**config.mk**
```make
export PLATFORM = sky130hd
export DESIGN_NAME = mmuTop
export DESIGN_NICKNAME = d
export VERILOG_FILES = /design/src/design/mmuPkg.sv /design/src/design/addressTranslator.sv /design/src/design/faultRecorder.sv /design/src/design/mmuTop.sv /design/src/design/segmentTable.sv
export VERILOG_INCLUDE_DIRS = /design/src /design/src/include
export SDC_FILE = /design/constraint.sdc
export NUM_CORES = 2
export LEC_CHECK = 0
export CAP_MARGIN = 20
export CORE_MARGIN = 4
export CORE_UTILIZATION = 58
export DETAILED_ROUTE_END_ITERATION = 8
export DONT_BUFFER_PORTS = 1
export GPL_ROUTABILITY_DRIVEN = 1
export PLACE_DENSITY = 0.73
export SETUP_SLACK_MARGIN = 0.1
export SYNTH_ARGS = -nofsm -noshare
export SYNTH_HDL_FRONTEND = slang
export SYNTH_SLANG_ARGS = --single-unit
```
**constraint.sdc**
```tcl
create_clock -name clk -period 12.2 [get_ports clk]
set_input_delay 1.22 -clock clk [delete_from_list [all_inputs] [get_ports clk]]
set_output_delay 1.22 -clock clk [all_outputs]
set_load 0.1 [all_outputs]
```
**src/include/mmu_defs.svh**
```systemverilog
`ifndef MMU_DEFS_SVH
`define MMU_DEFS_SVH

// Width of a logical or physical address in bits
// Matches the physical address bus of the instruction and data memories
`define MMU_ADDR_W 26

// Number of process entries held in the segment table
`define MMU_NUM_PROCS 11

// Width of the process selector
// Must be wide enough to index every entry of the table
`define MMU_SEL_W 4

`endif

```
**src/design/mmuPkg.sv**
```systemverilog
`include "mmu_defs.svh"

package mmuPkg;

	typedef logic [`MMU_ADDR_W-1:0] addrT;	// Logical or physical address
	typedef logic [`MMU_SEL_W-1:0] selT;		// Index of a process entry

	// Which of the four bounds a configuration write lands in
	typedef enum logic [1:0] {
		lowerIm = 2'd0,	// Base of the instruction segment
		upperIm = 2'd1,	// Highest legal instruction address
		lowerDm = 2'd2,	// Base of the data segment
		upperDm = 2'd3	// Highest legal data address
	} boundFieldT;

	// Kernel mode bypasses relocation and checking altogether
	typedef enum logic {
		kernelMode = 1'b0,
		userMode   = 1'b1
	} execModeT;

	// Cause kept by the fault recorder, noFault means the record is empty
	typedef enum logic [1:0] {
		noFault = 2'd0,
		imBound = 2'd1,
		dmBound = 2'd2
	} faultCauseT;

	// Both bounds of one memory for the running process
	typedef struct packed {
		addrT lower;
		addrT upper;
	} segBoundsT;

	// Plain write strobe with its target field and value
	typedef struct packed {
		logic we;
		boundFieldT field;
		addrT data;
	} cfgWriteT;

	// Registered output of a translator
	typedef struct packed {
		addrT physAddr;
		logic fault;
	} xlatResultT;

	// The first fault seen, with the logical address that caused it
	typedef struct packed {
		faultCauseT cause;
		addrT addr;
	} faultRecordT;

endpackage

```
**src/design/addressTranslator.sv**
```systemverilog
`include "mmu_defs.svh"

module addressTranslator import mmuPkg::*; (
	input logic clk,
	input logic arstN,
	input addrT logicalAddr,		// Address from the processor, new one every cycle
	input segBoundsT bounds,		// Bounds of this memory for the running process
	input execModeT mode,
	output xlatResultT result,		// Physical address and fault, one cycle later
	output addrT sampledAddr		// Logical address that belongs to result
);

	// One extra bit keeps the carry out of the relocation add
	logic [`MMU_ADDR_W:0] relocSum;
	addrT relocAddr;
	logic relocOverflow;
	logic aboveUpper;
	xlatResultT nextResult;

	assign relocSum = {1'b0, logicalAddr} + {1'b0, bounds.lower};
	assign relocAddr = relocSum[`MMU_ADDR_W-1:0];
	assign relocOverflow = relocSum[`MMU_ADDR_W];	// Wrapped past the top of memory

	// An address exactly at the upper bound is still legal
	assign aboveUpper = relocAddr > bounds.upper;

	always_comb begin
		if (mode == userMode) begin
			nextResult.physAddr = relocAddr;
			nextResult.fault = relocOverflow || aboveUpper;
		end else begin
			// Kernel sees the physical memory directly
			nextResult.physAddr = logicalAddr;
			nextResult.fault = 1'b0;
		end
	end

	// Result register
	// Cleared on reset so the memories see address zero with no fault
	always_ff @(posedge clk or negedge arstN) begin
		if (!arstN) begin
			result <= '0;
		end else begin
			result <= nextResult;
		end
	end

	// Logical address kept alongside the result for the fault recorder
	always_ff @(posedge clk) begin
		sampledAddr <= logicalAddr;
	end

	// A sample taken in kernel mode must come out clean on the next edge,
	// whatever the table holds for the selected process
	noKernelFault: assert property (
		@(posedge clk) disable iff (!arstN)
		(mode == kernelMode) |=> !result.fault
	) else $error("Fault raised for an address sampled in kernel mode");

endmodule

```
**src/design/faultRecorder.sv**
```systemverilog
`include "mmu_defs.svh"

module faultRecorder import mmuPkg::*; (
	input logic clk,
	input logic arstN,
	input logic imFault,			// Registered fault of the instruction stream
	input logic dmFault,			// Registered fault of the data stream
	input addrT imAddr,				// Logical address behind imFault
	input addrT dmAddr,				// Logical address behind dmFault
	input logic faultClear,			// Single cycle pulse that empties the record
	output faultRecordT faultRec
);

	faultRecordT nextRec;
	logic recEmpty;

	assign recEmpty = faultRec.cause == noFault;

	// Candidate record for this cycle
	// Instruction faults take priority when both streams fault together
	always_comb begin
		if (imFault) begin
			nextRec.cause = imBound;
			nextRec.addr = imAddr;
		end else if (dmFault) begin
			nextRec.cause = dmBound;
			nextRec.addr = dmAddr;
		end else begin
			nextRec.cause = noFault;	// Empty record carries a zero address
			nextRec.addr = '0;
		end
	end

	// The record only moves while it is empty or being cleared
	// A clear in the same cycle as a new fault keeps the new fault
	always_ff @(posedge clk or negedge arstN) begin
		if (!arstN) begin
			faultRec.cause <= noFault;
			faultRec.addr <= '0;
		end else if (recEmpty || faultClear) begin
			faultRec <= nextRec;
		end
	end

	// An empty record never reports a stale address to software
	emptyHasNoAddr: assert property (
		@(posedge clk) disable iff (!arstN)
		(faultRec.cause == noFault) |-> (faultRec.addr == {`MMU_ADDR_W{1'b0}})
	) else $error("Fault record is empty but holds address %h", faultRec.addr);

endmodule

```
**src/design/mmuTop.sv**
```systemverilog
`include "mmu_defs.svh"

module mmuTop import mmuPkg::*; (
	input logic clk,
	input logic arstN,
	input cfgWriteT cfg,
	input logic selWe,
	input selT selData,
	input logic enterUser,
	input logic enterKernel,
	input addrT imAddr,			// Logical instruction address
	input addrT dmAddr,			// Logical data address
	input logic faultClear,
	output xlatResultT imResult,
	output xlatResultT dmResult,
	output faultRecordT faultRec
);

	segBoundsT imBounds;
	segBoundsT dmBounds;
	execModeT mode;
	addrT imSampled;		// Logical addresses aligned with the results
	addrT dmSampled;

	// Per process bounds, selector and mode
	segmentTable segTable (
		.clk(clk),
		.arstN(arstN),
		.cfg(cfg),
		.selWe(selWe),
		.selData(selData),
		.enterUser(enterUser),
		.enterKernel(enterKernel),
		.imBounds(imBounds),
		.dmBounds(dmBounds),
		.mode(mode)
	);

	// Instruction stream
	addressTranslator imXlat (
		.clk(clk),
		.arstN(arstN),
		.logicalAddr(imAddr),
		.bounds(imBounds),
		.mode(mode),
		.result(imResult),
		.sampledAddr(imSampled)
	);

	// Data stream with the same logic and the data bounds
	addressTranslator dmXlat (
		.clk(clk),
		.arstN(arstN),
		.logicalAddr(dmAddr),
		.bounds(dmBounds),
		.mode(mode),
		.result(dmResult),
		.sampledAddr(dmSampled)
	);

	faultRecorder recorder (
		.clk(clk),
		.arstN(arstN),
		.imFault(imResult.fault),
		.dmFault(dmResult.fault),
		.imAddr(imSampled),
		.dmAddr(dmSampled),
		.faultClear(faultClear),
		.faultRec(faultRec)
	);

endmodule

```
**src/design/segmentTable.sv**
```systemverilog
`include "mmu_defs.svh"

module segmentTable import mmuPkg::*; (
	input logic clk,
	input logic arstN,
	input cfgWriteT cfg,			// Bound write for the selected process
	input logic selWe,				// Loads selData into the selector
	input selT selData,
	input logic enterUser,			// Single cycle pulse
	input logic enterKernel,		// Single cycle pulse, wins over enterUser
	output segBoundsT imBounds,
	output segBoundsT dmBounds,
	output execModeT mode
);

	// One register per process for each of the four bounds
	addrT lowerImTab [`MMU_NUM_PROCS];
	addrT upperImTab [`MMU_NUM_PROCS];
	addrT lowerDmTab [`MMU_NUM_PROCS];
	addrT upperDmTab [`MMU_NUM_PROCS];

	selT selector;		// Names the running process
	execModeT modeReg;	// Current execution mode

	// Bound registers
	// A write always targets the entry of the process currently selected,
	// so software loads the selector first and then the four bounds
	always_ff @(posedge clk or negedge arstN) begin
		if (!arstN) begin
			for (int i = 0; i < `MMU_NUM_PROCS; i++) begin
				lowerImTab[i] <= '0;
				upperImTab[i] <= '0;
				lowerDmTab[i] <= '0;
				upperDmTab[i] <= '0;
			end
		end else if (cfg.we) begin
			case (cfg.field)
				lowerIm: lowerImTab[selector] <= cfg.data;
				upperIm: upperImTab[selector] <= cfg.data;
				lowerDm: lowerDmTab[selector] <= cfg.data;
				upperDm: upperDmTab[selector] <= cfg.data;
			endcase
		end
	end

	// Selector register, process 0 runs after reset
	always_ff @(posedge clk or negedge arstN) begin
		if (!arstN) begin
			selector <= '0;
		end else if (selWe) begin
			selector <= selData;	// New bounds are seen from the next cycle on
		end
	end

	// Mode register
	// The system comes out of reset in kernel mode so boot code runs untranslated
	always_ff @(posedge clk or negedge arstN) begin
		if (!arstN) begin
			modeReg <= kernelMode;
		end else if (enterKernel) begin
			modeReg <= kernelMode;	// Checked first so kernel wins a collision
		end else if (enterUser) begin
			modeReg <= userMode;
		end
	end

	// Bounds of the running process go straight to the translators
	always_comb begin
		imBounds.lower = lowerImTab[selector];
		imBounds.upper = upperImTab[selector];
		dmBounds.lower = lowerDmTab[selector];
		dmBounds.upper = upperDmTab[selector];
	end

	assign mode = modeReg;

	// Software must never point the selector past the last entry,
	// otherwise later writes and lookups would address a missing process
	selInRange: assert property (
		@(posedge clk) disable iff (!arstN)
		selWe |-> (selData < `MMU_NUM_PROCS)
	) else $error("Selector write of %0d is outside the table", selData);

	// The sequencer driving the mode pulses issues one change at a time
	modePulsesExclusive: assert property (
		@(posedge clk) disable iff (!arstN)
		!(enterUser && enterKernel)
	) else $error("enterUser and enterKernel pulsed together");

endmodule

```
Yosys cells after proc, flatten, opt, wreduce, memory -nomap -nowiden
Cells that the tools add are included.

Order comparisons: 4. Equality and inequality tests: 3. Add/subtract/negate cells: 2. Reduce and logical (&&, ||, !) cells: 11. Multiplexer cells: 24. Bitwise operators: 1.

Operators by type and width (count): bitwise mux 286 bit (4); binary-select mux 26 bit (select 4 bit) (4); two-way mux 26 bit (9); demux 26 bit (select 4 bit) (1); two-way mux 28 bit (2); adder 26 x 26 -> 27 bit (2); two-way mux 27 bit (2); > comparator 26 bit (2); AND reduction 2 bit (4); greater-or-equal comparator 5 bit, second input constant (1); < comparator 5 x 1 -> 1 bit, second input constant (1); NOT 4 -> 5 bit (1); == test 2 bit, second input constant (2); logical NOT 2 bit (2); logical OR 1 bit (3); == test 2 x 1 -> 1 bit, second input constant (1); two-way mux 1 bit (2); nonzero test 2 bit (1); logical AND 1 bit (1).

Word-level logic and storage cells: 99. Register bits after elaboration: 1283. Input port bits: 91.

Depth between registers and ports, before layout
Depth in word-level cells: 8. Mapped depth: 24. Depth with buffers taken out: 20.

Modules after synthesis
From an unflattened synthesis, not the netlist that was laid out.

Cell total of the unflattened synthesis: 4401. Area total of the unflattened synthesis: 60673.2 µm².

Modules (own cells, without submodules): segmentTable (sequential area each 28752.6 µm², area each 52245.1 µm², times used 1, cells an instance 3504); addressTranslator (dmXlat) (sequential area each 1196.1 µm², area each 3618.5 µm², times used 1, cells an instance 394); addressTranslator (imXlat) (sequential area each 1196.1 µm², area each 3532.1 µm², times used 1, cells an instance 379); faultRecorder (sequential area each 700.7 µm², area each 1277.5 µm², times used 1, cells an instance 124).

Least setup slack after synthesis
Ideal clock, no wire load.

Kind: register -> register. Start: register segTable.selector[0]. End: register imXlat.result[0] (netlist name). Buffers on the path: 4. Arrival time: 4922 ps. Cell stages (with the launch flop): 22. Path slack: 7149 ps. Library setup time: 129 ps. Cells stage by stage: dfrtp_1 -> buf_4 -> buf_2 -> buf_4 -> mux4_2 -> mux2i_1 -> o22ai_1 -> ha_1 -> buf_6 -> a211oi_1 -> nor2_1 -> a311oi_1 -> nor2_1 -> o32ai_1 -> xnor2_1 -> ha_1 -> nand4_2 -> nor4_2 -> nand2_1 -> or3_1 -> o31a_1 -> o41a_1.

RTL lines: start: declaration (line segmentTable.sv:22) `selT selector;`; start signal: assignment (line segmentTable.sv:51) `selector <= selData;`; end signal: assignment (line addressTranslator.sv:44) `result <= nextResult;`; end: declaration (line addressTranslator.sv:9) `output xlatResultT result,`.

==> results.json <==
{
  "final_hold_viol_count": 0,
  "avgViaCountPerCell": 6.458,
  "cts_root_buf": "clkbuf_16",
  "seq_area_frac_synth": 0.5242,
  "layout_min_cycle_time_ns": 6.960,
  "finalPower_uw": 12920,
  "io_buffers": 0,
  "grtUsageTotal": 0.2952,
  "grt_overflow_total": 0,
  "die_h_um": 331.6,
  "core_mm2": 0.1038,
  "clk_latency_ns": 0.72,
  "crit_end": "imXlat.result[0]",
  "r2r_end": "imXlat.result[0]",
  "critPathMaxFanout": 88,
  "fmax_mhz": 143.7,
  "grt_pass1_vias": 38610,
  "hold_ws_ns": 0.2086,
  "syn_area_per_cell_um2": 13.74,
  "die-area_mm2": 0.1100,
  "first_iter_violations": 3065,
  "drv_slew": 0,
  "hpwl_um": 97070,
  "start_kind": "flip-flop",
  "syn-cell-area_mm2": 0.06075,
  "wire_per_inst_um": 28.24,
  "cts_max_path_buffers": 3,
  "synth.ff_latch_count": 1283,
  "powerDensity_mw_per_mm2": 195.0,
  "grt_pass1_wl_um": 245900,
  "worst_slack_ns": 5.240,
  "route.antenna.remaining_nets": 0,
  "worstPathArrival_ns": 7.55,
  "die_w_um": 331.6,
  "cpPeakStageDelay_ns": 0.62,
  "worstPathCellList": "buf_12 -> buf_12 -> mux4_2 -> mux2i_1 -> o22ai_1 -> ha_1 -> a21oi_2 -> o21ai_1 -> o211ai_2 -> a211oi_2 -> nor4_1 -> nor2_1 -> ha_1 -> nand4_2 -> nor4_2 -> nand2_1 -> or3_1 -> o31a_1 -> o41a_1",
  "grt_max_degree": 291,
  "crit_slowest_cell": "dfrtp_4",
  "route.vias.total": 37250,
  "pre_cts_ws_ns": 5.408,
  "synth_edf_count": 0,
  "synth_area_leaders": "dfrtp_1 51%, mux2_2 22%, mux4_2 7.7%, mux2i_1 3.4%, ha_1 2.1%",
  "tns_ns": 0,
  "rsz0062_at_grt": "false",
  "cts_inserted_buffers": 136,
  "fin_skew_ns": 0.02351,
  "hold_path.class": "in -> async",
  "htreeDepth": 4,
  "worstSetupPathType": "reg -> reg",
  "peakVddDrop_mv": 0.1534,
  "critPathCaptureType": "flip-flop",
  "drive_gt1_frac": 0.3871,
  "drc": 0,
  "synthSimpleGateAreaFrac": 0.03767,
  "synth_compound_area_frac": 0.05402,
  "critPathRequiredTime_ns": 12.79,
  "synthDistinctLibCells": 78,
  "synth_top_area_frac": 0.5070,
  "worst-slew-pin-transition_ns": 1.222,
  "critPathLaunch": "segTable.selector[0]",
  "run_status": "complete, no violations",
  "synth_nets": 4618,
  "setup_viol": 0,
  "cts.clk_slew.worst_paths_ns": 0.06,
  "power.leakage_uw": 0.03103,
  "firstDrtPassIters": 5,
  "async_reset_ff_frac": 0.9595,
  "finalWeightedCongestion": 0.9743,
  "nets": 4464,
  "drt_wl_total_um": 162900,
  "post-synth-top-area-cell": "dfrtp_1",
  "synth_common_cells": "1231 x dfrtp_1, 1166 x mux2_2, 208 x mux2i_1, 208 x mux4_2, 201 x a21oi_1",
  "synth_ff_type": "dfrtp_1",
  "yosysWarnings": 0,
  "cts_setup_buffers": 0,
  "synth_top_family_by_area": "multiplexers",
  "grt_antenna_before_repair": 12,
  "regToRegSetupSlack_ns": 5.24,
  "initial_core_util": 0.5853,
  "yosysMostFrequentCell": "dfrtp_1",
  "syn_inst": 4421,
  "cts_tree": "done",
  "drv_cap": 0,
  "placementRows": 118,
  "ios": 173,
  "hold_buffers": 0,
  "synth_fa_ha_area_frac": 0.02208,
  "synth.mux.area_fraction": 0.3281,
  "syn_to_final_growth_pct": 9.037,
  "clkSinkCount": 1283,
  "cts_resized": 0,
  "synth-xor-area-share": 0.005046,
  "stdcell_count": 5767,
  "r2r.worst_path.cells": 19,
  "period_share": 0.5705,
  "slew_headroom": 0.1851,
  "placed_cells": 5505,
  "reg2reg_from": "segTable.selector[0]"
}
[registers in the layout, indices dropped and copies added (netlist names)]
register,count
segTable.lowerDmTab,286
segTable.lowerImTab,286
segTable.upperDmTab,286
segTable.upperImTab,286
recorder.faultRec,28
dmXlat.result,27
imXlat.result,27
dmXlat.sampledAddr,26
imXlat.sampledAddr,26
segTable.selector,4
segTable.mode,1
[kinds of logic (layout without fill, tap and decap cells)]
kind of cell,count (synthesis),in the layout
AO/OA/AOI/OAI,527,527
XOR/XNOR,35,35
adder cells (fa/ha/maj),106,106
buffers and inverters,392,344
flip-flops,1283,1283
multiplexers,1585,1585
other,0,14
AND/OR/NAND/NOR,493,493
[cells in the final DEF, fill, tap and decap left out, drive strengths merged, types with 17 or more instances in the layout]
cell	netlist	routed
mux2	1169	1169
a22oi	28	28
inv	32	37
ha	104	104
a21o	21	21
mux4	208	208
nand4	19	19
nor2	188	188
a211oi	17	17
nand3	21	21
xnor2	23	23
o21ai	96	96
nand2	166	166
a21oi	205	205
nand2b	19	19
buf	179	67
dfxtp	52	52
nor3	24	24
clkbuf	181	214
o22ai	55	55
dfrtp	1231	1231
mux2i	208	208
[power by group]
group | switching (uW) | internal [uW] | total (uW)
logic | 1310 | 1330 | 2640
clock network | 1670 | 2540 | 4210
registers | 994 | 5070 | 6070
[metrics by stage]
| step | util | instance area [um2] |
|---|---|---|
| after CTS | 0.6371 | 66130 |
| after floorplan | - | 60750 |
| final | 0.6382 | 66240 |
| after global routing | 0.6379 | 66210 |
| after global placement | 0.5931 | 61560 |
| after detailed placement | 0.5931 | 61560 |
[how the worst min path moves through the flow]
stage | to | slack [ns]
2_1_floorplan | segTable.upperDmTab[145] | 0.46
3_3_place_gp | segTable.upperDmTab[146] | 0.47
3_5_place_dp | segTable.upperDmTab[146] | 0.48
4_1_cts | imXlat.result[19] | 0.17
5_1_grt | imXlat.result[21] | 0.17
6_report | imXlat.result[19] | 0.21
[critical path: cells and delay by family, from the launching register on]
family	cells	cell delay (ns)
AO/OA/AOI/OAI	7	1.70
AND/OR/NAND/NOR	6	1.52
buffers and inverters	2	1.05
multiplexers	2	0.82
adder cells (fa/ha/maj)	2	0.71
flip-flops	1	0.62
[cell type report]
| type | count | area (um2) |
|---|---|---|
| clock inverter | 31 | 432.9 |
| fill | 7697 | 37550 |
| antenna | 14 | 35.03 |
| tap | 1380 | 1727 |
| sequential | 1283 | 31860 |
| multi-input combinational | 2746 | 27200 |
| clock buffer | 213 | 4139 |
| timing repair buffer | 68 | 721.9 |
| inverter | 32 | 120.1 |
[routing by layer]
| metal | part of all wire | up-vias | wire [um] | track usage |
|---|---|---|---|---|
| met4 | 0.032 | 10 | 5166 | 0.09880 |
| li1 | - | 16000 | - | - |
| met2 | 0.47 | 1181 | 76460 | 0.4692 |
| met1 | 0.43 | 19790 | 69930 | 0.4085 |
| met3 | 0.069 | 270 | 11260 | 0.06405 |
| met5 | 0.00042 | - | 69 | 0 |
Power figures use the tool's default switching activity.
